--- src/hw/csr_pkg.sv ---
package csr_pkg;

    localparam int XLEN      = 32;
    localparam int CSR_NUM_W = 14;
    localparam int SUBCODE_W = 9;
    localparam int HWI_N     = 8;

    localparam logic [CSR_NUM_W-1:0] ADDR_CRMD   = 14'h0;
    localparam logic [CSR_NUM_W-1:0] ADDR_PRMD   = 14'h1;
    localparam logic [CSR_NUM_W-1:0] ADDR_ECFG   = 14'h4;
    localparam logic [CSR_NUM_W-1:0] ADDR_ESTAT  = 14'h5;
    localparam logic [CSR_NUM_W-1:0] ADDR_ERA    = 14'h6;
    localparam logic [CSR_NUM_W-1:0] ADDR_BADV   = 14'h7;
    localparam logic [CSR_NUM_W-1:0] ADDR_EENTRY = 14'hc;
    localparam logic [CSR_NUM_W-1:0] ADDR_SAVE0  = 14'h30; // save1..3 follow
    localparam logic [CSR_NUM_W-1:0] ADDR_TID    = 14'h40;
    localparam logic [CSR_NUM_W-1:0] ADDR_TCFG   = 14'h41;
    localparam logic [CSR_NUM_W-1:0] ADDR_TVAL   = 14'h42;
    localparam logic [CSR_NUM_W-1:0] ADDR_TICLR  = 14'h44;

    // da=1, plv=0, ie=0
    localparam logic [8:0] CRMD_RESET = 9'h8;

    localparam int TI_BIT       = 11; // timer bit in estat and ecfg
    localparam int EENTRY_ALIGN = 6;

    typedef enum logic [2:0] {
        op_none,
        op_rd,
        op_wr,
        op_xchg,
        op_ertn,
        op_excp
    } csr_op_e;

    typedef enum logic [5:0] {
        ec_int = 6'h0,
        ec_pil = 6'h1,
        ec_ade = 6'h8,
        ec_ale = 6'h9,
        ec_sys = 6'hb,
        ec_brk = 6'hc,
        ec_ine = 6'hd
    } ecode_e;

endpackage

--- src/hw/csr_issue.sv ---
`timescale 1ns/1ns

module csr_issue (
    input  logic                              clk,
    input  logic                              rstn,
    input  logic                              stall,
    input  logic                              flush,
    input  logic                              req_valid,
    input  csr_pkg::csr_op_e                  req_op,
    input  logic [csr_pkg::CSR_NUM_W-1:0]     csr_num,
    input  logic [csr_pkg::XLEN-1:0]          wdata,
    input  logic [csr_pkg::XLEN-1:0]          wmask,
    input  logic [csr_pkg::XLEN-1:0]          pc,
    input  logic [csr_pkg::XLEN-1:0]          badv_in,
    input  csr_pkg::ecode_e                   excp_ecode,
    input  logic [csr_pkg::SUBCODE_W-1:0]     excp_subcode,
    input  logic                              int_pending,
    output logic [csr_pkg::CSR_NUM_W-1:0]     rd_num,
    input  logic [csr_pkg::XLEN-1:0]          rd_data,
    output logic [csr_pkg::XLEN-1:0]          rdata,
    output logic                              stage_valid,
    output csr_pkg::csr_op_e                  stage_op,
    output logic [csr_pkg::CSR_NUM_W-1:0]     stage_num,
    output logic [csr_pkg::XLEN-1:0]          stage_wdata,
    output logic [csr_pkg::XLEN-1:0]          stage_pc,
    output logic [csr_pkg::XLEN-1:0]          stage_badv,
    output csr_pkg::ecode_e                   stage_ecode,
    output logic [csr_pkg::SUBCODE_W-1:0]     stage_subcode
);

    logic                         int_take;
    logic                         keep;
    csr_pkg::csr_op_e             op_eff;
    csr_pkg::ecode_e              ecode_eff;
    logic [csr_pkg::XLEN-1:0]     mask;
    logic [csr_pkg::XLEN-1:0]     merged;

    assign rd_num = csr_num;

    // any valid request is hijacked by a pending interrupt
    assign int_take = req_valid && int_pending;
    assign op_eff = int_take ? csr_pkg::op_excp : req_op;
    assign ecode_eff = int_take ? csr_pkg::ec_int : excp_ecode;

    // flushed requests die here, interrupts survive the flush
    assign keep = req_valid && (op_eff != csr_pkg::op_none) && (!flush || int_take);

    assign mask = (req_op == csr_pkg::op_wr) ? '1 : wmask;
    assign merged = (rd_data & ~mask) | (wdata & mask);

    always_ff @(posedge clk)
    begin
        if (!rstn)
        begin
            stage_valid <= 1'b0;
            stage_op <= csr_pkg::op_none;
            rdata <= '0;
        end
        else if (!stall)
        begin
            stage_valid <= keep;
            stage_op <= op_eff;
            if (req_valid)
                rdata <= rd_data; // old value, held until next accept
        end
    end

    always_ff @(posedge clk)
    begin
        if (!stall)
        begin
            stage_num <= csr_num;
            stage_wdata <= merged;
            stage_pc <= pc;
            stage_ecode <= ecode_eff;
            stage_subcode <= int_take ? '0 : excp_subcode;
            stage_badv <= int_take ? pc : badv_in;
        end
    end

    a_stage_op_set: assert property (
        @(posedge clk) disable iff (!rstn)
        stage_valid |-> stage_op != csr_pkg::op_none
    );

endmodule

--- src/hw/csr_regfile.sv ---
`timescale 1ns/1ns

module csr_regfile (
    input  logic                              clk,
    input  logic                              rstn,
    input  logic [csr_pkg::CSR_NUM_W-1:0]     rd_num,
    output logic [csr_pkg::XLEN-1:0]          rd_data,
    input  logic                              wr_en,
    input  logic [csr_pkg::CSR_NUM_W-1:0]     wr_num,
    input  logic [csr_pkg::XLEN-1:0]          wr_data,
    input  logic                              excp_enter,
    input  csr_pkg::ecode_e                   excp_ecode,
    input  logic [csr_pkg::SUBCODE_W-1:0]     excp_subcode,
    input  logic [csr_pkg::XLEN-1:0]          excp_pc,
    input  logic [csr_pkg::XLEN-1:0]          excp_badv,
    input  logic                              ertn_exit,
    input  logic [csr_pkg::HWI_N-1:0]         hw_int,
    input  logic                              ti,
    input  logic [csr_pkg::XLEN-1:0]          tcfg,
    input  logic [csr_pkg::XLEN-1:0]          tval,
    output logic                              int_pending,
    output logic [csr_pkg::XLEN-1:0]          eentry,
    output logic [csr_pkg::XLEN-1:0]          era,
    output logic [1:0]                        crmd_plv,
    output logic                              crmd_ie
);

    logic [8:0]                                crmd;
    logic [2:0]                                prmd;
    logic [csr_pkg::TI_BIT:0]                  ecfg;
    logic [1:0]                                estat_is; // software interrupt bits
    csr_pkg::ecode_e                           estat_ecode;
    logic [csr_pkg::SUBCODE_W-1:0]             estat_subcode;
    logic [csr_pkg::XLEN-1:0]                  estat;
    logic [csr_pkg::XLEN-1:0]                  badv;
    logic [csr_pkg::XLEN-1:csr_pkg::EENTRY_ALIGN] eentry_hi;
    logic [csr_pkg::XLEN-1:0]                  save0, save1, save2, save3;
    logic [csr_pkg::XLEN-1:0]                  tid;

    always_comb
    begin
        estat = '0;
        estat[1:0] = estat_is;
        estat[2 +: csr_pkg::HWI_N] = hw_int;
        estat[csr_pkg::TI_BIT] = ti;
        estat[21:16] = estat_ecode;
        estat[30:22] = estat_subcode;
    end

    assign eentry = {eentry_hi, {csr_pkg::EENTRY_ALIGN{1'b0}}};
    assign crmd_plv = crmd[1:0];
    assign crmd_ie = crmd[2];
    assign int_pending = |(estat[csr_pkg::TI_BIT:0] & ecfg) & crmd_ie;

    always_comb
    begin
        rd_data = '0; // unknown numbers read as zero
        case (rd_num)
            csr_pkg::ADDR_CRMD:           rd_data = {23'b0, crmd};
            csr_pkg::ADDR_PRMD:           rd_data = {29'b0, prmd};
            csr_pkg::ADDR_ECFG:           rd_data = {20'b0, ecfg};
            csr_pkg::ADDR_ESTAT:          rd_data = estat;
            csr_pkg::ADDR_ERA:            rd_data = era;
            csr_pkg::ADDR_BADV:           rd_data = badv;
            csr_pkg::ADDR_EENTRY:         rd_data = eentry;
            csr_pkg::ADDR_SAVE0:          rd_data = save0;
            csr_pkg::ADDR_SAVE0 + 14'd1:  rd_data = save1;
            csr_pkg::ADDR_SAVE0 + 14'd2:  rd_data = save2;
            csr_pkg::ADDR_SAVE0 + 14'd3:  rd_data = save3;
            csr_pkg::ADDR_TID:            rd_data = tid;
            csr_pkg::ADDR_TCFG:           rd_data = tcfg;
            csr_pkg::ADDR_TVAL:           rd_data = tval;
            default:                      rd_data = '0;
        endcase
    end

    always_ff @(posedge clk)
    begin
        if (!rstn)
        begin
            crmd <= csr_pkg::CRMD_RESET;
            prmd <= '0;
            ecfg <= '0;
            estat_is <= '0;
            estat_ecode <= csr_pkg::ec_int;
            estat_subcode <= '0;
            era <= '0;
            badv <= '0;
            eentry_hi <= '0;
            save0 <= '0;
            save1 <= '0;
            save2 <= '0;
            save3 <= '0;
            tid <= '0;
        end
        else if (excp_enter)
        begin
            prmd <= crmd[2:0];
            crmd[2:0] <= 3'b0; // plv0, interrupts off
            era <= excp_pc;
            estat_ecode <= excp_ecode;
            estat_subcode <= excp_subcode;
            if (excp_ecode == csr_pkg::ec_ale || excp_ecode == csr_pkg::ec_ade
                || excp_ecode == csr_pkg::ec_pil)
                badv <= excp_badv;
        end
        else if (ertn_exit)
        begin
            crmd[2:0] <= prmd;
        end
        else if (wr_en)
        begin
            case (wr_num)
                csr_pkg::ADDR_CRMD:           crmd <= wr_data[8:0];
                csr_pkg::ADDR_PRMD:           prmd <= wr_data[2:0];
                csr_pkg::ADDR_ECFG:           ecfg <= {wr_data[11], 1'b0, wr_data[9:0]};
                csr_pkg::ADDR_ESTAT:          estat_is <= wr_data[1:0];
                csr_pkg::ADDR_ERA:            era <= wr_data;
                csr_pkg::ADDR_BADV:           badv <= wr_data;
                csr_pkg::ADDR_EENTRY:         eentry_hi <= wr_data[31:csr_pkg::EENTRY_ALIGN];
                csr_pkg::ADDR_SAVE0:          save0 <= wr_data;
                csr_pkg::ADDR_SAVE0 + 14'd1:  save1 <= wr_data;
                csr_pkg::ADDR_SAVE0 + 14'd2:  save2 <= wr_data;
                csr_pkg::ADDR_SAVE0 + 14'd3:  save3 <= wr_data;
                csr_pkg::ADDR_TID:            tid <= wr_data;
                default:                      ;
            endcase
        end
    end

    a_no_wr_in_excp: assert property (
        @(posedge clk) disable iff (!rstn)
        !(excp_enter && wr_en)
    );

endmodule

--- src/hw/csr_timer.sv ---
`timescale 1ns/1ns

module csr_timer (
    input  logic                              clk,
    input  logic                              rstn,
    input  logic                              wr_en,
    input  logic [csr_pkg::CSR_NUM_W-1:0]     wr_num,
    input  logic [csr_pkg::XLEN-1:0]          wr_data,
    output logic                              ti,
    output logic [csr_pkg::XLEN-1:0]          tcfg,
    output logic [csr_pkg::XLEN-1:0]          tval
);

    logic tcfg_wr;
    logic ticlr_wr;

    assign tcfg_wr = wr_en && (wr_num == csr_pkg::ADDR_TCFG);
    assign ticlr_wr = wr_en && (wr_num == csr_pkg::ADDR_TICLR) && wr_data[0];

    always_ff @(posedge clk)
    begin
        if (!rstn)
        begin
            tcfg <= '0;
            tval <= '0;
            ti <= 1'b0;
        end
        else
        begin
            if (tcfg_wr)
            begin
                tcfg <= wr_data;
                if (wr_data[0])
                    tval <= {wr_data[31:2], 2'b00};
            end
            else if (tcfg[0])
            begin
                if (tval != '0)
                    tval <= tval - 1'b1;
                else if (tcfg[1])
                    tval <= {tcfg[31:2], 2'b00}; // periodic reload
            end

            if (ticlr_wr)
                ti <= 1'b0;
            else if (tcfg[0] && !tcfg_wr && tval == 32'd1)
                ti <= 1'b1; // rises as tval reaches zero
        end
    end

    a_tval_idle: assert property (
        @(posedge clk) disable iff (!rstn)
        (!tcfg[0] && !tcfg_wr) |=> $stable(tval)
    );

endmodule

--- src/hw/csr_commit.sv ---
`timescale 1ns/1ns

module csr_commit (
    input  logic                              clk,
    input  logic                              rstn,
    input  logic                              stall,
    input  logic                              stage_valid,
    input  csr_pkg::csr_op_e                  stage_op,
    input  logic [csr_pkg::CSR_NUM_W-1:0]     stage_num,
    input  logic [csr_pkg::XLEN-1:0]          stage_wdata,
    input  logic [csr_pkg::XLEN-1:0]          stage_pc,
    input  csr_pkg::ecode_e                   stage_ecode,
    input  logic [csr_pkg::SUBCODE_W-1:0]     stage_subcode,
    input  logic [csr_pkg::XLEN-1:0]          stage_badv,
    input  logic [csr_pkg::XLEN-1:0]          eentry,
    input  logic [csr_pkg::XLEN-1:0]          era,
    output logic                              wr_en,
    output logic [csr_pkg::CSR_NUM_W-1:0]     wr_num,
    output logic [csr_pkg::XLEN-1:0]          wr_data,
    output logic                              excp_enter,
    output logic                              ertn_exit,
    output logic                              redirect,
    output logic [csr_pkg::XLEN-1:0]          redirect_pc,
    output logic                              excp_flush,
    output logic                              ertn_flush
);

    logic commit;

    assign commit = stage_valid && !stall;
    assign wr_en = commit && (stage_op == csr_pkg::op_wr || stage_op == csr_pkg::op_xchg);
    assign wr_num = stage_num;
    assign wr_data = stage_wdata;
    assign excp_enter = commit && (stage_op == csr_pkg::op_excp);
    assign ertn_exit = commit && (stage_op == csr_pkg::op_ertn);

    always_ff @(posedge clk)
    begin
        if (!rstn)
        begin
            redirect <= 1'b0;
            excp_flush <= 1'b0;
            ertn_flush <= 1'b0;
        end
        else
        begin
            excp_flush <= excp_enter; // single-cycle pulses
            ertn_flush <= ertn_exit;
            if (!stall)
                redirect <= commit && (stage_op != csr_pkg::op_rd);
        end
    end

    always_ff @(posedge clk)
    begin
        if (!stall)
        begin
            case (stage_op)
                csr_pkg::op_ertn: redirect_pc <= era;
                csr_pkg::op_excp: redirect_pc <= eentry;
                default:          redirect_pc <= stage_pc + 32'd4;
            endcase
        end
    end

    a_flush_excl: assert property (
        @(posedge clk) disable iff (!rstn)
        !(excp_flush && ertn_flush)
    );

    // interrupts come out of issue with no subcode and the pc as bad address
    a_int_clean: assert property (
        @(posedge clk) disable iff (!rstn)
        (excp_enter && stage_ecode == csr_pkg::ec_int)
            |-> (stage_subcode == '0 && stage_badv == stage_pc)
    );

endmodule

--- src/hw/csr_unit.sv ---
`timescale 1ns/1ns

module csr_unit (
    input  logic                              clk,
    input  logic                              rstn,
    input  logic                              req_valid,
    input  csr_pkg::csr_op_e                  req_op,
    input  logic [csr_pkg::CSR_NUM_W-1:0]     csr_num,
    input  logic [csr_pkg::XLEN-1:0]          wdata,
    input  logic [csr_pkg::XLEN-1:0]          wmask,
    input  logic [csr_pkg::XLEN-1:0]          pc,
    input  csr_pkg::ecode_e                   excp_ecode,
    input  logic [csr_pkg::SUBCODE_W-1:0]     excp_subcode,
    input  logic [csr_pkg::XLEN-1:0]          badv_in,
    input  logic [csr_pkg::HWI_N-1:0]         hw_int,
    input  logic                              stall,
    input  logic                              flush,
    output logic [csr_pkg::XLEN-1:0]          rdata,
    output logic                              redirect,
    output logic [csr_pkg::XLEN-1:0]          redirect_pc,
    output logic                              excp_flush,
    output logic                              ertn_flush,
    output logic [1:0]                        crmd_plv,
    output logic                              crmd_ie
);

    logic [csr_pkg::CSR_NUM_W-1:0]     rd_num;
    logic [csr_pkg::XLEN-1:0]          rd_data;
    logic                              int_pending;
    logic                              stage_valid;
    csr_pkg::csr_op_e                  stage_op;
    logic [csr_pkg::CSR_NUM_W-1:0]     stage_num;
    logic [csr_pkg::XLEN-1:0]          stage_wdata;
    logic [csr_pkg::XLEN-1:0]          stage_pc;
    logic [csr_pkg::XLEN-1:0]          stage_badv;
    csr_pkg::ecode_e                   stage_ecode;
    logic [csr_pkg::SUBCODE_W-1:0]     stage_subcode;
    logic                              wr_en;
    logic [csr_pkg::CSR_NUM_W-1:0]     wr_num;
    logic [csr_pkg::XLEN-1:0]          wr_data;
    logic                              excp_enter;
    logic                              ertn_exit;
    logic [csr_pkg::XLEN-1:0]          eentry;
    logic [csr_pkg::XLEN-1:0]          era;
    logic                              ti;
    logic [csr_pkg::XLEN-1:0]          tcfg;
    logic [csr_pkg::XLEN-1:0]          tval;

    csr_issue i_csr_issue (
        .clk(clk), .rstn(rstn), .stall(stall), .flush(flush),
        .req_valid(req_valid), .req_op(req_op), .csr_num(csr_num),
        .wdata(wdata), .wmask(wmask), .pc(pc), .badv_in(badv_in),
        .excp_ecode(excp_ecode), .excp_subcode(excp_subcode),
        .int_pending(int_pending), .rd_num(rd_num), .rd_data(rd_data), .rdata(rdata),
        .stage_valid(stage_valid), .stage_op(stage_op), .stage_num(stage_num),
        .stage_wdata(stage_wdata), .stage_pc(stage_pc), .stage_badv(stage_badv),
        .stage_ecode(stage_ecode), .stage_subcode(stage_subcode)
    );

    // exception fields go straight from the stage to the register file
    csr_regfile i_csr_regfile (
        .clk(clk), .rstn(rstn), .rd_num(rd_num), .rd_data(rd_data),
        .wr_en(wr_en), .wr_num(wr_num), .wr_data(wr_data),
        .excp_enter(excp_enter), .excp_ecode(stage_ecode), .excp_subcode(stage_subcode),
        .excp_pc(stage_pc), .excp_badv(stage_badv), .ertn_exit(ertn_exit),
        .hw_int(hw_int), .ti(ti), .tcfg(tcfg), .tval(tval),
        .int_pending(int_pending), .eentry(eentry), .era(era),
        .crmd_plv(crmd_plv), .crmd_ie(crmd_ie)
    );

    csr_timer i_csr_timer (
        .clk(clk), .rstn(rstn), .wr_en(wr_en), .wr_num(wr_num), .wr_data(wr_data),
        .ti(ti), .tcfg(tcfg), .tval(tval)
    );

    csr_commit i_csr_commit (
        .clk(clk), .rstn(rstn), .stall(stall),
        .stage_valid(stage_valid), .stage_op(stage_op), .stage_num(stage_num),
        .stage_wdata(stage_wdata), .stage_pc(stage_pc), .stage_ecode(stage_ecode),
        .stage_subcode(stage_subcode), .stage_badv(stage_badv),
        .eentry(eentry), .era(era),
        .wr_en(wr_en), .wr_num(wr_num), .wr_data(wr_data),
        .excp_enter(excp_enter), .ertn_exit(ertn_exit),
        .redirect(redirect), .redirect_pc(redirect_pc),
        .excp_flush(excp_flush), .ertn_flush(ertn_flush)
    );

endmodule

--- config.mk ---
export PLATFORM = sky130hd
export DESIGN_NAME = csr_unit
export DESIGN_NICKNAME = d
export VERILOG_FILES = /design/src/hw/csr_pkg.sv /design/src/hw/csr_issue.sv /design/src/hw/csr_regfile.sv /design/src/hw/csr_timer.sv /design/src/hw/csr_commit.sv /design/src/hw/csr_unit.sv
export SDC_FILE = /design/constraint.sdc
export NUM_CORES = 1
export LEC_CHECK = 0
export BUFFER_PORTS_ARGS = -buffer_cell sky130_fd_sc_hd__buf_2
export CORE_ASPECT_RATIO = 1.2
export CORE_MARGIN = 1
export CORE_UTILIZATION = 35
export CTS_CLUSTER_DIAMETER = 50
export DETAILED_ROUTE_END_ITERATION = 7
export HOLD_SLACK_MARGIN = 0.05
export PLACE_DENSITY = 0.6
export SYNTH_ARGS = -nofsm -noshare
export SYNTH_HDL_FRONTEND = slang
export SYNTH_SLANG_ARGS = --single-unit
--- constraint.sdc ---
create_clock -name clk -period 6.1 [get_ports clk]
set_clock_uncertainty 0.2 [all_clocks]
set_input_delay 1.22 -clock clk [delete_from_list [all_inputs] [get_ports clk]]
set_output_delay 1.22 -clock clk [all_outputs]
set_load 0.03 [all_outputs]
==> run metrics, run 1 <==
wire per inst=21.6 um; Crit. End Element=register; Critical Path RT=approximately 6.4 ns; grt ovf=0; final setup fails=0; EDFF count, synth=roughly 160; relative slew slack=0.220; post-synthesis sequential area ratio=0.503; Rows=approximately 110; CTS sink count=551; clock share of power=0.443; final worst path period need=4.27 ns; slowest stage delay, CP=about 0.88 ns; Detail Route Antenna Nets=0; Switching Share=0.240; Buf/Inv on CP=2; Final period util=0.699; cts bufs inserted=between 50 and 60; synthesis warning total=0; syn nets=between 2000 and 3000; largest net degree at the start of global routing=around 170; Netlist cell types=80; Arr. time, crit path=~4.6 ns; CP max FO=16; Pleak=~11 nW; CTS tree=yes; routed vias=approximately 20000; post-route total power=approximately 8.0 mW; DRT iter0 DRCs=approximately 1900; Post-CTS Resized=0; Slew Limit Fails=0; mean post-synth cell area=about 9.4 sq um; root buffer cell=clkbuf_16; H-tree depth=2; RePlAce Congestion=about 0.88; outcome=complete, no violations; vias in the first global route=between 15000 and 20000; final setup TNS=0 ns; WL final=roughly 81000 um; first-pass GRT wire length=between 100000 and 150000 um; die width=~250 um; IO buf count=242; clk_lat worst skew=about 0.6 ns; setup bufs post-CTS=0; FF+latch count, synth=between 500 and 600; P_sw=a little under 2 mW; crit-path cells=inv_1 -> ha_1 -> nor3b_2 -> nand4_1 -> nor3_1 -> buf_4 -> a211oi_1 -> or4_1 -> a21oi_1; Async S/R FF share, synth=0; Max Fclk=0.234 GHz; CP top delay family=simple AND/OR/NAND/NOR gates; Post-synth top flop=dfxtp_1; chip height=between 200 and 300 um; Combinational Power Share=0.057; Final Hold Vio Count=0; Internal=between 6 and 7 mW; total of max-cap violations=0; first-pass detailed-route iteration total=6; io pins=243; Synth Instances=around 2700; Worst-Margin Slew=approximately 1.2 ns; RSZ-0062 raised after global routing=false; Max VDD drop=about 0.17 mV; DRC=0; layout overhead on the synthesized area=15.0%; Post-CTS Hold Buffers=0; hpwl dp=56700 um; Core Region=between 0.07 and 0.08 sq mm; Longest Clk Path Bufs=3; slowest CP cell=nor3_1; PwrDens=between 200 and 300 mW/mm^2; Worst Hold Class=reg2reg; critical setup path kind=reg2reg; CTS clk-pin slew, worst paths=roughly 0.06 ns; share of layout cells above drive strength 1=0.170; initial antenna violation count=3; Initial Util=0.353; Post-Syn Area=0.0251 sq mm; Seq pwr share=0.500; die area=0.0727 sq mm; Final nets=around 3000; vias per cell=roughly 5.4; Tot GR Track Use=0.218; final-layout fill cell count=approximately 7000; Worst setup SP type=register
worst reg2reg max path: stages (launching register included):
cell      delay, ns
dfxtp_1        0.39
inv_1          0.11
ha_1           0.44
nor3b_2        0.49
nand4_1        0.70
nor3_1         0.89
buf_4          0.29
a211oi_1       0.06
or4_1          0.49
a21oi_1        0.13
cell usage in the layout, fill, tap and decap left out, drive strengths merged, types with 25 or more instances in the layout:
cell type	instances
clkbuf	85
a21oi	269
mux2	62
and3	26
mux2i	196
buf	288
dfxtp	394
a31oi	25
nand3	42
a311oi	40
nand2	371
a222oi	27
edfxtp	157
a22oi	73
nor3	27
nor2	318
o21ai	101
stage by stage:
| stage | hold slack [ns] | util | instances | area, sq um | setup WS [ns] |
|---|---|---|---|---|---|
| 2_1_floorplan | 0.236 | - | 2669 | 25100 | 0.660 |
| 3_3_place_gp | 0.242 | 0.379 | 3655 | 26900 | 1.67 |
| 3_5_place_dp | 0.247 | 0.379 | 3655 | 26900 | 1.63 |
| 4_1_cts | 0.256 | 0.406 | 3759 | 28800 | 1.92 |
| 5_1_grt | 0.268 | 0.406 | 3760 | 28800 | 1.60 |
| 6_report | 0.255 | 0.406 | 3760 | 28800 | 1.83 |
metal layers:
layer  track usage  routed length [um]  part of all wire  up-vias
li1              -                   -                 -     9864
met1         0.302               36500              0.45     9787
met2         0.341               36600              0.45      659
met3        0.0364                5330             0.066      136
met4        0.0759                2760             0.034        4
met5             0                  26           0.00032        -
cell type report:
| class | instances | area (sq um) | area share |
|---|---|---|---|
| repair buffers | 288 | 1580 | 0.0550 |
| flip-flops and latches | 551 | 12600 | 0.438 |
| inverters | 13 | 61.3 | 0.00213 |
| well taps | 926 | 1160 | 0.0402 |
| diodes | 1 | 2.50 | 0.0000869 |
| multi-input cells | 1877 | 11500 | 0.400 |
| clock buffers | 85 | 1650 | 0.0573 |
| clock inverters | 19 | 231 | 0.00804 |
synthesized netlist by cell type (all sizes together), types with 40 or more instances:
cell | instances | area [sq um]
buf | 61 | 344
edfxtp | 157 | 4710
a21oi | 269 | 1350
nand2 | 371 | 1400
a311oi | 40 | 350
clkbuf | 167 | 627
a22oi | 73 | 548
dfxtp | 394 | 7890
nand3 | 42 | 210
nor2 | 318 | 1200
mux2i | 196 | 1960
o21ai | 101 | 509
mux2 | 62 | 698
logic make-up (layout without fill, tap and decap cells):
family	Yosys count	count (layout)	share of synthesized area
AND/OR/NAND/NOR	925	925	0.166
AO/OA/AOI/OAI	647	647	0.165
flip-flops	551	551	0.503
multiplexers	262	262	0.110
buffers and inverters	241	405	0.0407
XOR/XNOR	40	40	0.0140
adder cells (fa/ha/maj)	3	3	0.00150
other	0	1	0
path summary, 6_finish.rpt:
check	startpoint	cells after the start	slack [ns]	to
max	i_csr_timer.tval[1]	9	1.83	i_csr_timer.tval[31]
min	i_csr_regfile.tid[13]	2	0.25	i_csr_regfile.tid[13]
min reg2reg	i_csr_regfile.tid[13]	2	0.25	i_csr_regfile.tid[13]
max reg2reg	i_csr_timer.tval[1]	9	1.83	i_csr_timer.tval[31]
power by group through the flow:
stage / combinational (mW) / sequential, mW / clock (mW)
after floorplan: 0.255 / 4.06 / 0
after global placement: 0.464 / 4.10 / 0
after detailed placement: 0.464 / 4.09 / 0
after CTS: 0.466 / 4.02 / 3.62
after global routing: 0.499 / 4.03 / 3.76
final: 0.462 / 4.02 / 3.56
Power figures use the tool's default switching activity.
==> inputs of run 2 (changes only) <==
==> constraint.sdc (replaced) <==
create_clock -name clk -period 4.15 [get_ports clk]
set_clock_uncertainty 0.2 [all_clocks]
set_input_delay 0.83 -clock clk [delete_from_list [all_inputs] [get_ports clk]]
set_output_delay 0.83 -clock clk [all_outputs]
set_load 0.03 [all_outputs]
==> run 2 against run 1 <==
  * Combinational power increased by 50%
  * Sequential share of layout area decreased by 0.45 points
  * Largest cell class unchanged
  * Highest routed layer unchanged
  * Final cell count increased by 0.80%
  * First-iteration DRC count decreased by 3.3%
  * Flip-flop and latch count unchanged
==> run metrics, run 2 (synthesized netlist as in run 1, its figures left out) <==
setup bufs post-CTS=0 (unchanged); Initial Util=0.353 (unchanged); area of the multi-input gates=0.0115 sq mm (about the same); clk_lat worst skew=0.62 ns (about the same); hpwl dp=59200 um (+4.4%); Layout Cell Area excl Fill=0.0291 sq mm (+1.0%); WL final=84100 um (+3.6%); routed vias=21000 (+2.8%); Rows=107 (unchanged); PwrDens=402 mW/mm^2 (+44%); Worst setup SP type=input port; Pleak=10.8 nW (+1.5%); final setup fails=0 (unchanged); layout overhead on the synthesized area=16.2%; final setup TNS=0 ns (unchanged); Cells after DPL=3684 (+0.79%); Crit. End Element=register; CP max FO=12 (-4); FF-to-FF setup slack=1.03 ns (-0.80 ns); n_diodes=0 (-1); vias per cell=5.55 (+2.0%); post-route total power=11.7 mW (+45%); share of layout cells above drive strength 1=0.180 (+0.0104); CTS tree=yes; RePlAce Congestion=0.905 (+2.6%); outcome=complete, no violations; most frequent cells in the layout=dfxtp_1, nand2_1, nor2_1; grt ovf=0 (unchanged); Critical Path RT=4.41 ns (-2.02 ns); RSZ-0062 raised after global routing=false; Worst-Margin Slew=0.868 ns (-0.302 ns); total of max-cap violations=0 (unchanged); Max VDD drop=0.318 mV (+88%); Slew Limit Fails=0 (unchanged); die area=0.0727 sq mm (unchanged); H-tree depth=2 (unchanged); Tot GR Track Use=0.227 (+0.00900); Final Hold Vio Count=0 (unchanged); vias in the first global route=19700 (+2.2%); Post-DP Area=0.0273 sq mm (+1.3%); IO buf count=242 (unchanged); Max Fclk=between 0.3 and 0.4 GHz; die width=246 um (unchanged); DRT iter0 DRCs=1807 (-3.3%); Arr. time, crit path=3.49 ns (-1.11 ns); Post-CTS Hold Buffers=0 (unchanged); Detail Route Antenna Nets=0 (unchanged); Final period util=0.779; root buffer cell=clkbuf_16; first-pass detailed-route iteration total=6 (unchanged); Util after Layout=0.410 (+0.00423); final-layout fill cell count=7062 (-0.59%); FF/Latch Area=0.0126 sq mm (unchanged); DRC=0 (unchanged); first-pass GRT wire length=127000 um (+3.9%); CTS sink count=551 (unchanged); cts bufs inserted=56 (unchanged); Post-CTS Resized=0 (unchanged); initial antenna violation count=3 (unchanged); chip height=295 um (unchanged); largest net degree at the start of global routing=115 (-30%); io pins=243 (unchanged); commonest non-fill, non-tap cell in the layout=dfxtp_1; wire per inst=22.2 um (+2.7%); Final nets=2992 (+0.98%); Worst Hold Class=in2reg; Final Non-Filler Cells=3790 (+0.80%); critical setup path kind=in2reg; Longest Clk Path Bufs=3 (unchanged); CTS clk-pin slew, worst paths=0.06 ns (about the same); relative slew slack=0.421 (+0.201); Core Region=0.0710 sq mm (unchanged); final worst path period need=3.23 ns
run 2: final timing paths:
check / cells past startpoint / endpoint / startpoint
min reg2reg: 2 / i_csr_regfile.tid[20] / i_csr_regfile.tid[20]
max reg2reg: 10 / i_csr_timer.tval[31] / i_csr_timer.tval[0]
min: 1 / i_csr_issue.stage_num[8] / csr_num[8]
max: 7 / i_csr_issue.stage_wdata[14] / csr_num[11]
run 2: cell type report:
type | count | share of cell area
sequential | 551 | 0.433
inverter | 13 | 0.00206
tap | 926 | 0.0398
timing repair buffer | 317 | 0.0666
clock inverter | 18 | 0.00447
multi-input combinational | 1877 | 0.395
clock buffer | 88 | 0.0586
run 2: through the flow:
step | hold slack (ns) | setup slack [ns]
global placement | 0.241 | 0.442
CTS | 0.164 | 1.02
finish | 0.199 | 0.917
floorplan | 0.236 | 0.149
detailed placement | 0.246 | 0.394
global route | 0.176 | 0.889
run 2: power breakdown:
| group | total (mW) | switching, mW | internal [mW] |
|---|---|---|---|
| clock network | 5.08 | 2.20 | 2.88 |
| logic | 0.691 | 0.460 | 0.231 |
| registers | 5.91 | 0.211 | 5.70 |
| total | 11.7 | 2.87 | 8.82 |
run 2: critical path, stage by stage:
cell and delay (ns):
buf_2 0.10, or4_4 0.58, or4_1 0.74, nor2_2 0.60, a222oi_1 0.18, and4_1 0.28
a21oi_1 0.17
run 2: routing by layer:
| metal | vias up | GRT usage | wire length, um |
|---|---|---|---|
| met5 | - | 0 | 9 |
| met4 | 2 | 0.0783 | 2750 |
| met3 | 134 | 0.0369 | 6200 |
| met2 | 820 | 0.355 | 38400 |
| met1 | 10100 | 0.316 | 36800 |
| li1 | 9957 | - | - |
